## config.mk

```make
export PLATFORM = sky130hd
export DESIGN_NAME = control_unit
export DESIGN_NICKNAME = d
export VERILOG_FILES = /design/src/rtl/ctrl_pkg.sv /design/src/rtl/funct_decoder.sv /design/src/rtl/opcode_decoder.sv /design/src/rtl/io_wait_gate.sv /design/src/rtl/control_unit.sv
export VERILOG_INCLUDE_DIRS = /design/src /design/src/rtl
export SDC_FILE = /design/constraint.sdc
export NUM_CORES = 1
export LEC_CHECK = 0
export BUFFER_PORTS_ARGS = -buffer_cell sky130_fd_sc_hd__buf_2
export CORE_MARGIN = 1.5
export CORE_UTILIZATION = 53
export CTS_CLUSTER_SIZE = 16
export DETAILED_ROUTE_END_ITERATION = 10
export PLACE_DENSITY = 0.89
export SLEW_MARGIN = 20
export SYNTH_ARGS = -nofsm -noshare
export SYNTH_HDL_FRONTEND = slang
export SYNTH_SLANG_ARGS = --single-unit
export TNS_END_PERCENT = 30
```

## constraint.sdc

```tcl
create_clock -name clk -period 2.5 [get_ports clk]
set_input_delay 0.5 -clock clk [delete_from_list [all_inputs] [get_ports clk]]
set_output_delay 0.5 -clock clk [all_outputs]
set_load 0.005 [all_outputs]
```

## src/rtl/ctrl_macros.svh

```systemverilog
`ifndef CTRL_MACROS_SVH
`define CTRL_MACROS_SVH

// instruction word fields
`define CTRL_OPCODE_W 6
`define CTRL_FUNCT_W 6

// control word fields wider than one bit and not held in an enum
`define CTRL_REGDEST_W 3 // 0 rt, 1 rd, 2 link reg
`define CTRL_RESULT_W 4 // result mux select

`endif

```

## src/rtl/ctrl_pkg.sv

```systemverilog
`include "ctrl_macros.svh"

package ctrl_pkg;

	typedef enum logic [`CTRL_OPCODE_W-1:0] {
		opRtype = 6'd0,
		opLw = 6'd1,
		opSw = 6'd2,
		opAddi = 6'd3,
		opSubi = 6'd4,
		opLi = 6'd5,
		opLui = 6'd6,
		opBeq = 6'd7,
		opBnq = 6'd8,
		opIn = 6'd9,
		opOut = 6'd10,
		opJ = 6'd11,
		opJal = 6'd12,
		opJu = 6'd13,
		opJual = 6'd14,
		opPush = 6'd15,
		opPop = 6'd16,
		opSend = 6'd17,
		opRecv = 6'd18,
		opHalt = 6'd63
	} opcode_e;

	typedef enum logic [`CTRL_FUNCT_W-1:0] {
		fnSll = 6'd0,
		fnSrl = 6'd1,
		fnSra = 6'd2,
		fnCsl = 6'd3, // circular shifts
		fnCsr = 6'd4,
		fnAdd = 6'd5,
		fnSub = 6'd6,
		fnMult = 6'd7,
		fnDiv = 6'd8,
		fnInc = 6'd9,
		fnDec = 6'd10,
		fnMod = 6'd11,
		fnAnd = 6'd12,
		fnOr = 6'd13,
		fnNot = 6'd14,
		fnXor = 6'd15,
		fnMove = 6'd16,
		fnSlt = 6'd17,
		fnSgt = 6'd18,
		fnSet = 6'd19,
		fnJr = 6'd20,
		fnJalr = 6'd21
	} funct_e;

	typedef enum logic [1:0] {
		pcNext = 2'd0,
		pcHold = 2'd1, // refetch same instruction
		pcBranch = 2'd2,
		pcJump = 2'd3
	} pcDest_e;

	typedef enum logic [1:0] {
		jmpNone = 2'd0,
		jmpImm = 2'd1,
		jmpUpper = 2'd2,
		jmpReg = 2'd3
	} jumpOp_e;

	typedef enum logic [1:0] {
		stkNone = 2'd0,
		stkPush = 2'd1,
		stkPop = 2'd2
	} stackOp_e;

	typedef enum logic [1:0] {
		outNone = 2'd0,
		outIn = 2'd1,
		outOut = 2'd2
	} outCtrl_e;

	typedef enum logic [2:0] {
		waitNone = 3'd0,
		waitButtonIn = 3'd1,
		waitButtonOut = 3'd2,
		waitSend = 3'd3,
		waitRecv = 3'd4
	} waitSrc_e;

	typedef struct packed {
		logic buttonIn;
		logic buttonOut;
		logic switchSide; // picks extension side for in
		logic sendFlag;
		logic recvFlag;
	} ioFlags_t;

	typedef struct packed {
		logic [`CTRL_REGDEST_W-1:0] regDest;
		logic regWrite;
		logic extSide;
		logic twoComplement;
		logic regAlu; // immediate as alu operand b
		logic memWrite;
		logic memRead;
		jumpOp_e jumpOp;
		pcDest_e pcDest;
		outCtrl_e outputControl;
		stackOp_e stackOp;
		logic [`CTRL_RESULT_W-1:0] resultDest;
	} ctrlWord_t;

endpackage

```

## src/rtl/funct_decoder.sv

```systemverilog
`timescale 1ns/1ps
`include "ctrl_macros.svh"

module funct_decoder
	import ctrl_pkg::*;
(
	input logic [`CTRL_FUNCT_W-1:0] funct,
	output ctrlWord_t rtypeWord
);

	always_comb begin
		rtypeWord = '0; // unknown funct is a no-op
		case (funct_e'(funct))
			fnSll, fnSrl, fnSra: begin
				rtypeWord.regWrite = 1'b1;
			end
			fnCsl, fnCsr: begin
				rtypeWord.regWrite = 1'b1;
			end
			fnInc, fnDec: begin
				rtypeWord.regWrite = 1'b1; // single source, writes rt
			end
			fnNot, fnMove: begin
				rtypeWord.regWrite = 1'b1;
			end
			fnAdd, fnSub: begin
				rtypeWord.regDest = 3'd1;
				rtypeWord.regWrite = 1'b1;
			end
			fnMult, fnDiv, fnMod: begin
				rtypeWord.regDest = 3'd1;
				rtypeWord.regWrite = 1'b1;
			end
			fnAnd, fnOr, fnXor: begin
				rtypeWord.regDest = 3'd1;
				rtypeWord.regWrite = 1'b1;
			end
			fnSlt, fnSgt, fnSet: begin
				rtypeWord.regDest = 3'd1; // compare result to rd
				rtypeWord.regWrite = 1'b1;
			end
			fnJr: begin
				rtypeWord.jumpOp = jmpReg;
				rtypeWord.pcDest = pcJump;
			end
			fnJalr: begin
				rtypeWord.regDest = 3'd2; // link register
				rtypeWord.regWrite = 1'b1;
				rtypeWord.jumpOp = jmpReg;
				rtypeWord.pcDest = pcJump;
				rtypeWord.resultDest = 4'd4; // return address
			end
			default: begin
				rtypeWord = '0;
			end
		endcase
	end

endmodule

```

## src/rtl/opcode_decoder.sv

```systemverilog
`timescale 1ns/1ps
`include "ctrl_macros.svh"

module opcode_decoder
	import ctrl_pkg::*;
(
	input logic [`CTRL_OPCODE_W-1:0] opcode,
	input ctrlWord_t rtypeWord,
	output ctrlWord_t baseWord,
	output waitSrc_e waitSrc
);

	always_comb begin
		baseWord = '0;
		waitSrc = waitNone;
		case (opcode_e'(opcode))
			opRtype: begin
				baseWord = rtypeWord;
			end
			opLw: begin
				baseWord.regWrite = 1'b1;
				baseWord.regAlu = 1'b1;
				baseWord.memRead = 1'b1;
				baseWord.resultDest = 4'd2; // memory data
			end
			opSw: begin
				baseWord.regAlu = 1'b1;
				baseWord.memWrite = 1'b1;
			end
			opAddi, opSubi: begin
				baseWord.regWrite = 1'b1;
				baseWord.twoComplement = 1'b1;
				baseWord.regAlu = 1'b1;
			end
			opLi: begin
				baseWord.regWrite = 1'b1;
				baseWord.twoComplement = 1'b1;
				baseWord.regAlu = 1'b1;
				baseWord.resultDest = 4'd1; // extended immediate
			end
			opLui: begin
				baseWord.regWrite = 1'b1;
				baseWord.extSide = 1'b1; // upper half
				baseWord.twoComplement = 1'b1;
				baseWord.regAlu = 1'b1;
				baseWord.resultDest = 4'd1;
			end
			opBeq, opBnq: begin
				baseWord.twoComplement = 1'b1;
				baseWord.pcDest = pcBranch;
			end
			opIn: begin
				baseWord.regWrite = 1'b1;
				baseWord.twoComplement = 1'b1;
				baseWord.outputControl = outIn;
				baseWord.resultDest = 4'd3; // switch input
				waitSrc = waitButtonIn;
			end
			opOut: begin
				baseWord.outputControl = outOut;
				waitSrc = waitButtonOut;
			end
			opJ: begin
				baseWord.jumpOp = jmpImm;
				baseWord.pcDest = pcJump;
			end
			opJu: begin
				baseWord.jumpOp = jmpUpper;
				baseWord.pcDest = pcJump;
			end
			opJal: begin
				baseWord.regDest = 3'd2;
				baseWord.regWrite = 1'b1;
				baseWord.jumpOp = jmpImm;
				baseWord.pcDest = pcJump;
				baseWord.resultDest = 4'd4;
			end
			opJual: begin
				baseWord.regDest = 3'd2;
				baseWord.regWrite = 1'b1;
				baseWord.jumpOp = jmpUpper;
				baseWord.pcDest = pcJump;
				baseWord.resultDest = 4'd4;
			end
			opPush: begin
				baseWord.stackOp = stkPush;
			end
			opPop: begin
				baseWord.regWrite = 1'b1;
				baseWord.stackOp = stkPop;
				baseWord.resultDest = 4'd5; // stack top
			end
			opSend: begin
				waitSrc = waitSend;
			end
			opRecv: begin
				baseWord.resultDest = 4'd8; // serial rx data
				waitSrc = waitRecv;
			end
			opHalt: begin
				baseWord.pcDest = pcHold;
			end
			default: begin
				// anything unknown, including the dropped OS and disk ops, halts
				baseWord.pcDest = pcHold;
			end
		endcase
	end

endmodule

```

## src/rtl/io_wait_gate.sv

```systemverilog
`timescale 1ns/1ps

module io_wait_gate
	import ctrl_pkg::*;
(
	input ctrlWord_t baseWord,
	input waitSrc_e waitSrc,
	input ioFlags_t ioFlags,
	output ctrlWord_t finalWord
);

	logic flagReady;

	always_comb begin
		case (waitSrc)
			waitButtonIn: flagReady = ioFlags.buttonIn;
			waitButtonOut: flagReady = ioFlags.buttonOut;
			waitSend: flagReady = ioFlags.sendFlag;
			waitRecv: flagReady = ioFlags.recvFlag;
			default: flagReady = 1'b1;
		endcase
	end

	always_comb begin
		finalWord = baseWord;
		if (waitSrc != waitNone) begin
			if (flagReady) begin
				finalWord.pcDest = pcNext;
			end else begin
				finalWord.pcDest = pcHold; // spin until flag is set
			end
		end
		if (waitSrc == waitRecv) begin
			finalWord.regWrite = ioFlags.recvFlag; // write only once data is there
		end
		if (waitSrc == waitButtonIn) begin
			finalWord.extSide = ioFlags.switchSide;
		end
	end

endmodule

```

## src/rtl/control_unit.sv

```systemverilog
`timescale 1ns/1ps
`include "ctrl_macros.svh"

module control_unit
	import ctrl_pkg::*;
(
	input logic clk,
	input logic rst,
	input logic instValid,
	input logic [`CTRL_OPCODE_W-1:0] opcode,
	input logic [`CTRL_FUNCT_W-1:0] funct,
	input ioFlags_t ioFlags,
	output logic ctrlValid,
	output ctrlWord_t ctrl
);

	ctrlWord_t rtypeWord;
	ctrlWord_t baseWord;
	ctrlWord_t finalWord;
	waitSrc_e waitSrc;

	funct_decoder u_funct_decoder (
		.funct(funct),
		.rtypeWord(rtypeWord)
	);

	opcode_decoder u_opcode_decoder (
		.opcode(opcode),
		.rtypeWord(rtypeWord),
		.baseWord(baseWord),
		.waitSrc(waitSrc)
	);

	io_wait_gate u_io_wait_gate (
		.baseWord(baseWord),
		.waitSrc(waitSrc),
		.ioFlags(ioFlags),
		.finalWord(finalWord)
	);

	always_ff @(posedge clk) begin
		if (rst) begin
			ctrlValid <= 1'b0;
			ctrl <= '0;
		end else begin
			ctrlValid <= instValid; // one cycle behind the strobe
			if (instValid) begin
				ctrl <= finalWord;
			end
		end
	end

endmodule

```

### Word-level counts from Yosys, hierarchy flattened

Index checks and enable logic that the tools add are counted.

* input bits: 20
* RAM bits: 0
* memories: 0
* memory bits (read-only): 0
* bits in latches: 0
* output and inout port bits: 22
* flip-flop bits (word level): 22
* logic and storage cells: 94

* $lt $le $gt $ge: 0
* divide/modulo/power cells: 0
* mux-type cells: 22
* add/sub/neg operators: 0
* multipliers: 0
* reduce and logical (&&, ||, !) cells: 16
* equal/unequal tests: 43
* shift operators: 0
* bitwise operators: 0

Operator list (count)
* 6-bit by 4-bit == test with 1-bit output, second input constant: 16
* 6-bit by 5-bit == test with 1-bit output, second input constant: 9
* 6-bit by 3-bit == test with 1-bit output, second input constant: 8
* 4-bit case mux with 7 select lines: 1
* 6-bit by 2-bit == test with 1-bit output, second input constant: 4
* 21-bit OR reduction: 1
* 2-bit case mux with 2 select lines: 4
* 6-bit by 1-bit == test with 1-bit output, second input constant: 2
* 6-bit logical NOT: 2
* 3-bit case mux with 4 select lines: 1
* 12-bit OR reduction: 1
* 2-bit OR reduction: 6
* 11-bit OR reduction: 1
* 1-bit two-way mux: 9
* 9-bit OR reduction: 1
* 2-bit case mux with 4 select lines: 1
* 7-bit OR reduction: 1
* 3-bit by 2-bit == test with 1-bit output, second input constant: 2
* 2-bit case mux with 3 select lines: 1
* 6-bit OR reduction: 1
* 4-bit two-way mux: 1
* 1-bit case mux with 4 select lines: 1
* 4-bit OR reduction: 1
* 3-bit by 1-bit == test with 1-bit output, second input constant: 1
* 5 further kinds: 5

### Longest topological paths before layout

Gate-level depths: netlist of run 1.

* depth in word-level cells: 6
* gate-level depth with buffers: 7
* mapped depth without buffers: 5

### Hierarchy

Synthesis of run 1 repeated with hierarchy kept, for this count alone.

* cells, all modules: 228
* area, all modules: 1866.8 sq um

By module, submodules not included
* control_unit: area each 795.8 sq um, sequential area each 440.4 sq um, times used 1, cells an instance 70
* opcode_decoder: area each 611.8 sq um, sequential area each 0.0 sq um, times used 1, cells an instance 97
* io_wait_gate: area each 234.0 sq um, sequential area each 0.0 sq um, times used 1, cells an instance 31
* funct_decoder: area each 225.2 sq um, sequential area each 0.0 sq um, times used 1, cells an instance 30

### Worst setup path before layout of run 1

OpenSTA, ideal clock, no wires.

* path kind: input to register
* start: input port opcode[2]
* end: register ctrl[2] in the netlist's numbering
* required time: 2.435 ns
* stages on the path: 6
* buffers on the path: 1
* setup time: 0.065 ns
* path slack: 0.811 ns
* data arrival time: 1.624 ns
* cell sequence: buf_4 nor4_4 nand4_2 a2111oi_2 a21oi_1 nor2_1

* longest elaborated chain between the ends: 3
* elaborated cells between the ends (all ways): 12
* classes of those cells: eq/ne: 8; mux: 1; reduce/logical: 3

Ends and longest elaborated chain
* start, declared: line control_unit.sv:10 `` input logic [`CTRL_OPCODE_W-1:0] opcode, ``
* 6-bit by 4-bit == test with 1-bit output or 6-bit by 3-bit == test with 1-bit output (tied branches): line opcode_decoder.sv:16 `case (opcode_e'(opcode))`
* 2-bit OR reduction (no source line)
* 4-bit case mux with 7 select lines *: line opcode_decoder.sv:16
* end signal, assigned: line control_unit.sv:48 `ctrl <= finalWord;`
* end, declared: line control_unit.sv:14 `output ctrlWord_t ctrl`

Every way passes the cells marked *; elsewhere a longest branch is shown, timed or not.
A chain may end at the register's enable or synchronous reset.

### Worst setup path after layout of run 1

* start: input port opcode[3]
* end: register ctrl[2] in the netlist's numbering

Same word-level chain as after synthesis.

==> results by group, run 1 <==
Route
  – Post-route ant nets: 0
  – Met1 wire length: 1380 um
  – Initial DRT Pass Iterations: 4
  – Vias: 1395
  – WL per Instance: ~15 um
  – Routed WL: approximately 3300 um
  – Initial DRC Count: about 70
  – Wire length on met3: between 200 and 300 um
  – WL met2: 1600 um
  – Top layer reached by signal wires: met4
  – Vias per inst: 6.20
  – Drc violations: 0

Floorplan
  – CORE AREA: between 0.002 and 0.0025 mm2
  – Chip Height: ~52 um
  – # rows: 17
  – Ports: 42
  – Die area: between 0.002 and 0.003 mm2
  – Initial Util: 0.569
  – Die width: 52.2 um

Pwr
  – Int Pwr: about 0.45 mW
  – Pwr dens: around 430 mW/mm2
  – Comb pwr share: 0.202
  – Switching part of the total: 0.293
  – Clock share of power: 0.259
  – Switch Pwr: 0.188 mW
  – Reg power frac: 0.539
  – Worst ir drop on vdd: 0.350 mV
  – Pleak: approximately 0.60 nW

Synthesis
  – Top FF cell, synth: dfxtp_1
  – Syn avg cell area: around 7.6 um2
  – Post-Syn Instances: 168
  – Yosys top cell area share: 0.328
  – Fraction of registers with async set or reset after synthesis: 0
  – Post-synth EDFFs: 0
  – Cell accounting for the most synthesized area: dfxtp_1
  – Mapped Nets: ~190
  – Yosys synthesis warning count: 0
  – Sequential-to-total area share from yosys stat: 0.328
  – Yosys reg bits: 21
  – Netlist cell types: 45
  – Synth Cell Area: around 0.0013 mm2
  – Dominant cells by area after synthesis: dfxtp_1 33%, a21oi_1 7.8%, nor2_1 5.6%

Worst setup path
  – Crit path launch: opcode[3]
  – Worst Setup Path Type: input port to flip-flop
  – Worst-path fanout max: 17
  – Critical Path Source Type: input port
  – Worst-path cell chain: buf_2 > nor4_4 > nand4_2 > a2111oi_2 > a21oi_1 > nor2_1
  – Worst EP required: between 2000 and 3000 ps
  – Critical path's slowest cell: nor4_4
  – WP data arrival: ~1900 ps
  – R2R Path Start: ctrl[8]
  – Crit end category: flip-flop
  – Slowest Stage Delay on Critical Path: 460 ps

STA
  – TNS Setup: 0 ps
  – Hold Fails Final Rpt: 0
  – Final setup violation count: 0
  – Post-route setup slack: ~840 ps
  – Hold WS: 465 ps
  – Clock Skews: 0 ps
  – RSZ-0062 raised after global routing: false
  – Pins Over Slew Limit: 0
  – Period utilization: 0.664
  – Fmax: roughly 0.6 GHz
  – Post-layout min period: about 1700 ps

Clocking
  – Clock slew at reported path FFs: 120 ps
  – Htree depth: 1
  – TritonCTS Sinks: 21
  – Post-CTS Setup Bufs: 0
  – Clk buf depth: 2
  – Worst skew pair latency: 300 ps
  – Resize count post-CTS: 0
  – Post-CTS Hold Buffers: 0
  – Root Buffer Master: clkbuf_4
  – TritonCTS clock tree: yes
  – Total CTS buffers: 3

Worst hold path
  – HP Start: ctrl[6]
  – Tightest Hold Check Type: flip-flop to flip-flop

GRT
  – Largest net degree at the start of global routing: 21
  – Initial antenna violation count: 0
  – Grt ovf: 0
  – First-pass GRT wire length: about 5300 um
  – Gr usage total: 0.258
  – Vias in the first global route: approximately 1200

Layout
  – Share of layout cells above drive strength 1: 0.244
  – Filler instances: 202
  – Final std cells w/o fill: between 200 and 250
  – Area Overhead vs Synth: 14.7%
  – Final antenna diode count: 0
  – Fin nets: approximately 220

Place
  – DP Wirelength: approximately 2400 um
  – IO Port Bufs: 40
  – DP Worst Slack: 555 ps
  – Placer Congestion: 0.920
  – Cells after DPL: roughly 220

Status
  – Status: completed

Run
  – Max_cap viols: 0
[registers in the layout (all words and copies together), names as in the netlist]
register	cells
ctrlValid	1
ctrl	20
[worst paths after layout]
check                  to  slack, ps  cells after the start
setup reg to reg  ctrl[8]       1800                      2
hold reg to reg   ctrl[6]        460                      2
hold / removal    ctrl[6]        460                      2
setup / recovery  ctrl[2]        840                      6
[worst max-delay path, delay by kind of cell]
family	cells	cell delay, ps
AOI/OAI and AO/OA	2	480
buffers and inverters	1	210
and+or+nand+nor	3	730
[stage by stage]
stage	instance area, um2	util	power [mW]
6_report	1470	0.653	0.640
5_1_grt	1470	0.653	0.670
2_1_floorplan	1280	-	0.442
4_1_cts	1470	0.653	0.640
3_5_place_dp	1450	0.641	0.479
3_3_place_gp	1450	0.641	0.475
[power by group through the flow]
stage / registers (mW) / clock network (mW) / logic [mW]
2_1_floorplan: 0.353 / 0 / 0.0895
3_3_place_gp: 0.352 / 0 / 0.123
3_5_place_dp: 0.352 / 0 / 0.127
4_1_cts: 0.344 / 0.168 / 0.127
5_1_grt: 0.345 / 0.183 / 0.142
6_report: 0.344 / 0.166 / 0.129
[metal layers]
metal / up-vias / GRT usage
met5: - / 0
met1: 654 / 0.311
met3: 10 / 0.0571
li1: 664 / -
met4: 0 / 0.0983
met2: 67 / 0.445
[synthesized netlist by cell type, drive strengths merged (2+ instances only)]
library cell,number
buf,6
a2111oi,2
inv,3
a31oi,2
a21boi,2
a22o,2
clkbuf,10
nand3,9
nor3,8
dfxtp,21
a21oi,20
nand2b,5
and2,2
nor3b,2
o22ai,2
o21ai,5
nor2b,8
a32oi,2
nand2,14
a2bb2oi,2
nor2,19
a211oi,2
nand4b,2
[layout by cell type (no fill, tap or decap), drive strengths merged, types with 5 or more instances in the layout]
| cell | count |
|---|---|
| nor2b | 8 |
| nand2 | 14 |
| nor2 | 19 |
| buf | 41 |
| nand2b | 5 |
| dfxtp | 21 |
| nand3 | 9 |
| o21ai | 5 |
| nor3 | 8 |
| a21oi | 20 |
[cell families after synthesis]
kind of cell	after synthesis	share of synthesized area
and+or+nand+nor	75	0.314
AOI/OAI and AO/OA	49	0.262
buffers and inverters	19	0.0712
muxes	1	0.00781
DFF	21	0.328
xor gates and xnor gates	2	0.0137
other	1	0.00292
[final cells by class]
type | count | area [um2] | area share
repair buffers | 41 | 208 | 0.141
inverters | 3 | 11.3 | 0.00765
clock buffers | 4 | 26.3 | 0.0179
multi-input cells | 128 | 771 | 0.524
flip-flops and latches | 21 | 420 | 0.286
well taps | 28 | 35.0 | 0.0238
(Power assumes the default switching activity.)
==> run 2: changes to the inputs <==
--- a/config.mk
+++ b/config.mk
@@ -6,12 +6,13 @@
 export SDC_FILE = /design/constraint.sdc
 export NUM_CORES = 1
 export LEC_CHECK = 0
+export ABC_AREA = 1
 export BUFFER_PORTS_ARGS = -buffer_cell sky130_fd_sc_hd__buf_2
 export CORE_MARGIN = 1.5
-export CORE_UTILIZATION = 53
+export CORE_UTILIZATION = 49
 export CTS_CLUSTER_SIZE = 16
 export DETAILED_ROUTE_END_ITERATION = 10
-export PLACE_DENSITY = 0.89
+export PLACE_DENSITY = 0.84
 export SLEW_MARGIN = 20
 export SYNTH_ARGS = -nofsm -noshare
 export SYNTH_HDL_FRONTEND = slang
==> constraint.sdc (replaced) <==
create_clock -name clk -period 1.6 [get_ports clk]
set_input_delay 0.32 -clock clk [delete_from_list [all_inputs] [get_ports clk]]
set_output_delay 0.32 -clock clk [all_outputs]
set_load 0.005 [all_outputs]
==> results by group, run 2 <==
Synthesis
  – Sequential-to-total area share from yosys stat: 0.332 (+0.00421)
  – Yosys synthesis warning count: 0 (unchanged)
  – Yosys top cell area share: 0.332 (+0.00421)
  – Cell accounting for the most synthesized area: dfxtp_1
  – Mapped Nets: 231 (+23%)
  – Simple-gate share of the synthesized area: 0.426 (+0.112)
  – Yosys reg bits: 21 (unchanged)
  – Syn avg cell area: 6.00 um2 (-21%)
  – Fraction of registers with async set or reset after synthesis: 0 (unchanged)
  – Top FF cell, synth: dfxtp_1
  – Post-Syn Instances: 211 (+26%)
  – Synth Area in XOR/XNOR: 0 (-0.0137)
  – Dominant cells by area after synthesis: dfxtp_1 33%, nand2_1 17%, nand3_1 9.5%
  – Count leader, synth: nand2_1
  – Synth Area in Compound Gates: 0.132 (-0.130)
  – Most frequent cells after synthesis: 58 x nand2_1, 26 x nor2_1, 25 x inv_1
  – Adder-cell share of the synthesized area: 0 (unchanged)
  – Post-synth EDFFs: 0 (unchanged)
  – Netlist cell types: 23 (-49%)
  – Main combinational cell family by area after synthesis: simple AND/OR/NAND/NOR gates
  – Post-synthesis mux area share: 0 (-0.00780)
  – Synth Cell Area: 0.00127 mm2 (-1.3%)

Clocking
  – TritonCTS clock tree: yes
  – Root Buffer Master: clkbuf_4
  – Total CTS buffers: 3 (unchanged)
  – Clk buf depth: 2 (unchanged)
  – Post-CTS Hold Buffers: 0 (unchanged)
  – Worst skew pair latency: 310 ps (about the same)
  – Clock slew at reported path FFs: 120 ps (about the same)
  – TritonCTS Sinks: 21 (unchanged)
  – Resize count post-CTS: 0 (unchanged)
  – Htree depth: 1 (unchanged)
  – Post-CTS Setup Bufs: 0 (unchanged)

Worst setup path
  – WP data arrival: 1440 ps (-480 ps)
  – Critical path's slowest cell: nor2_2
  – Worst Setup Path Type: input port to flip-flop
  – Worst-path fanout max: 6 (-11)
  – CP most frequent cell: nand2_1
  – Flop-to-flop setup slack: 900 ps (-900 ps)
  – Crit end category: flip-flop
  – Cell family with most CP delay: simple AND/OR/NAND/NOR gates
  – Critical Path Source Type: input port
  – Slowest Stage Delay on Critical Path: 250 ps (-210 ps)
  – RR Endpoint: ctrl[8]
  – WP buf/inv: 1 (unchanged)
  – Worst EP required: 1840 ps (-920 ps)
  – Worst-path cell chain: buf_2 > nor2_2 > nor2_2 > nand2_1 > nand2_1 > nor2_1 > nand2_1 > o21bai_1 > nand2_1 > a21oi_1
  – Worst reg2reg path depth: 4 (+2)
  – R2R Path Start: ctrl[8]

Route
  – Post-route ant nets: 0 (unchanged)
  – Vias per inst: 5.12 (-17%)
  – Routed WL: 3130 um (-5.2%)
  – WL per Instance: 11.1 um (-24%)
  – Initial DRT Pass Iterations: 4 (unchanged)
  – Drc violations: 0 (unchanged)
  – Vias: 1443 (+3.4%)
  – Initial DRC Count: 57 (-17%)

Layout
  – Max reg flops: 20 (unchanged)
  – Final antenna diode count: 0 (unchanged)
  – Reg with most FFs: ctrl
  – Area Overhead vs Synth: 20.4%
  – Biggest regs: ctrl x20, ctrlValid x1
  – Share of layout cells above drive strength 1: 0.214 (-0.0294)
  – Most frequent cells in the layout: 58 x nand2_1, 40 x buf_2, 26 x nor2_1
  – Fin nets: 273 (+25%)
  – Commonest non-fill, non-tap cell in the layout: nand2_1

STA
  – Hold WS: 284 ps (-181 ps)
  – Period utilization: 0.747
  – TNS Setup: 0 ps (unchanged)
  – Final setup violation count: 0 (unchanged)
  – Hold Fails Final Rpt: 0 (unchanged)
  – Clock Skews: 0 ps (unchanged)
  – Pins Over Slew Limit: 0 (unchanged)
  – Post-route setup slack: 404 ps (-436 ps)
  – RSZ-0062 raised after global routing: false
  – Post-layout min period: roughly 1200 ps
  – Fmax: around 0.84 GHz

GRT
  – Vias in the first global route: 1194 (-0.91%)
  – First-pass GRT wire length: 5270 um (-0.90%)
  – Met2 Track Usage GR: 0.402 (-0.0427)
  – Largest net degree at the start of global routing: 18 (-14%)
  – GR Util met1: 0.349 (+0.0377)
  – Gr usage total: 0.250 (-0.00811)
  – Initial antenna violation count: 0 (unchanged)
  – Busiest metal layer after global routing: met2
  – Met3 Track Usage GR: 0.0417 (-0.0155)
  – Grt ovf: 0 (unchanged)

Floorplan
  – Ports: 42 (unchanged)
  – Die width: 53.8 um (+3.2%)
  – Initial Util: 0.516 (-0.0530)
  – CORE AREA: 0.00245 mm2 (+8.9%)
  – Chip Height: 53.8 um (+3.2%)
  – Die area: 0.00290 mm2 (+6.4%)
  – # rows: 18 (+1)

Place
  – IO Port Bufs: 40 (unchanged)
  – DP Worst Slack: 96.1 ps (-458 ps)
  – DP Wirelength: 2520 um (+3.7%)
  – Placer Congestion: 0.910 (-1.1%)

Pwr
  – Worst ir drop on vdd: 0.585 mV (+67%)
  – Design Power: 0.985 mW (+54%)
  – Pleak: 0.850 nW (+41%)
  – Pwr dens: 646 mW/mm2 (+49%)

Status
  – Status: completed

Run
  – Max_cap viols: 0 (unchanged)

Worst hold path
  – Worst Hold End: ctrl[19]
  – HP Start: rst
  – Tightest Hold Check Type: input port to flip-flop
  – Hold Crit Depth: 2 (unchanged)
-- run 2: cell types whose count changed after synthesis, moves of 3 or more --
cell | before | now
nand2b_1 | 5 | 1
buf_2 | 3 | 0
inv_1 | 3 | 25
nor3_1 | 8 | 3
nand4_1 | 0 | 4
nand3_1 | 9 | 24
a21oi_1 | 20 | 12
nor2_2 | 0 | 3
nor2b_1 | 8 | 0
nor2_1 | 19 | 26
clkbuf_1 | 9 | 4
o21ai_0 | 5 | 13
nand2_1 | 14 | 58
-- run 2: how the worst max path moves through the flow --
| stage | from | end | cells after the start |
|---|---|---|---|
| 2_1_floorplan | opcode[5] | ctrl[8] | 10 |
| 3_3_place_gp | opcode[5] | ctrl[8] | 9 |
| 3_5_place_dp | opcode[0] | ctrl[8] | 10 |
| 4_1_cts | opcode[0] | ctrl[8] | 10 |
| 5_1_grt | opcode[2] | ctrl[8] | 11 |
| 6_report | opcode[0] | ctrl[8] | 10 |
-- run 2: kinds of logic after synthesis --
group                  Yosys count
flip-flops                      21
AND/OR/NAND/NOR                124
AO/OA/AOI/OAI                   31
other                            1
buffers and inverters           34
-- run 2: stage by stage --
step	utilization	instance area, um2	std cells
2_1_floorplan	-	1270	211
3_3_place_gp	0.610	1500	278
3_5_place_dp	0.610	1500	278
4_1_cts	0.621	1520	282
5_1_grt	0.621	1520	282
6_report	0.621	1520	282
-- run 2: layer usage --
metal / part of all wire / up-vias
met1: 0.47 / 622
li1: - / 768
met5: 0 / -
met3: 0.062 / 2
met2: 0.46 / 51
met4: 0.0048 / 0
-- run 2: cell type report --
cell class	count	area (um2)
Fill cell	273	931
Multi-Input combinational cell	156	711
Sequential cell	21	420
Timing Repair Buffer	43	223
Inverter	28	105
Tap cell	30	37.5
Clock buffer	3	22.5
Clock inverter	1	5.00
-- run 2: power by group --
group	switching [mW]	internal (mW)
sequential	0.00571	0.537
combinational	0.117	0.0694
clock	0.163	0.0933
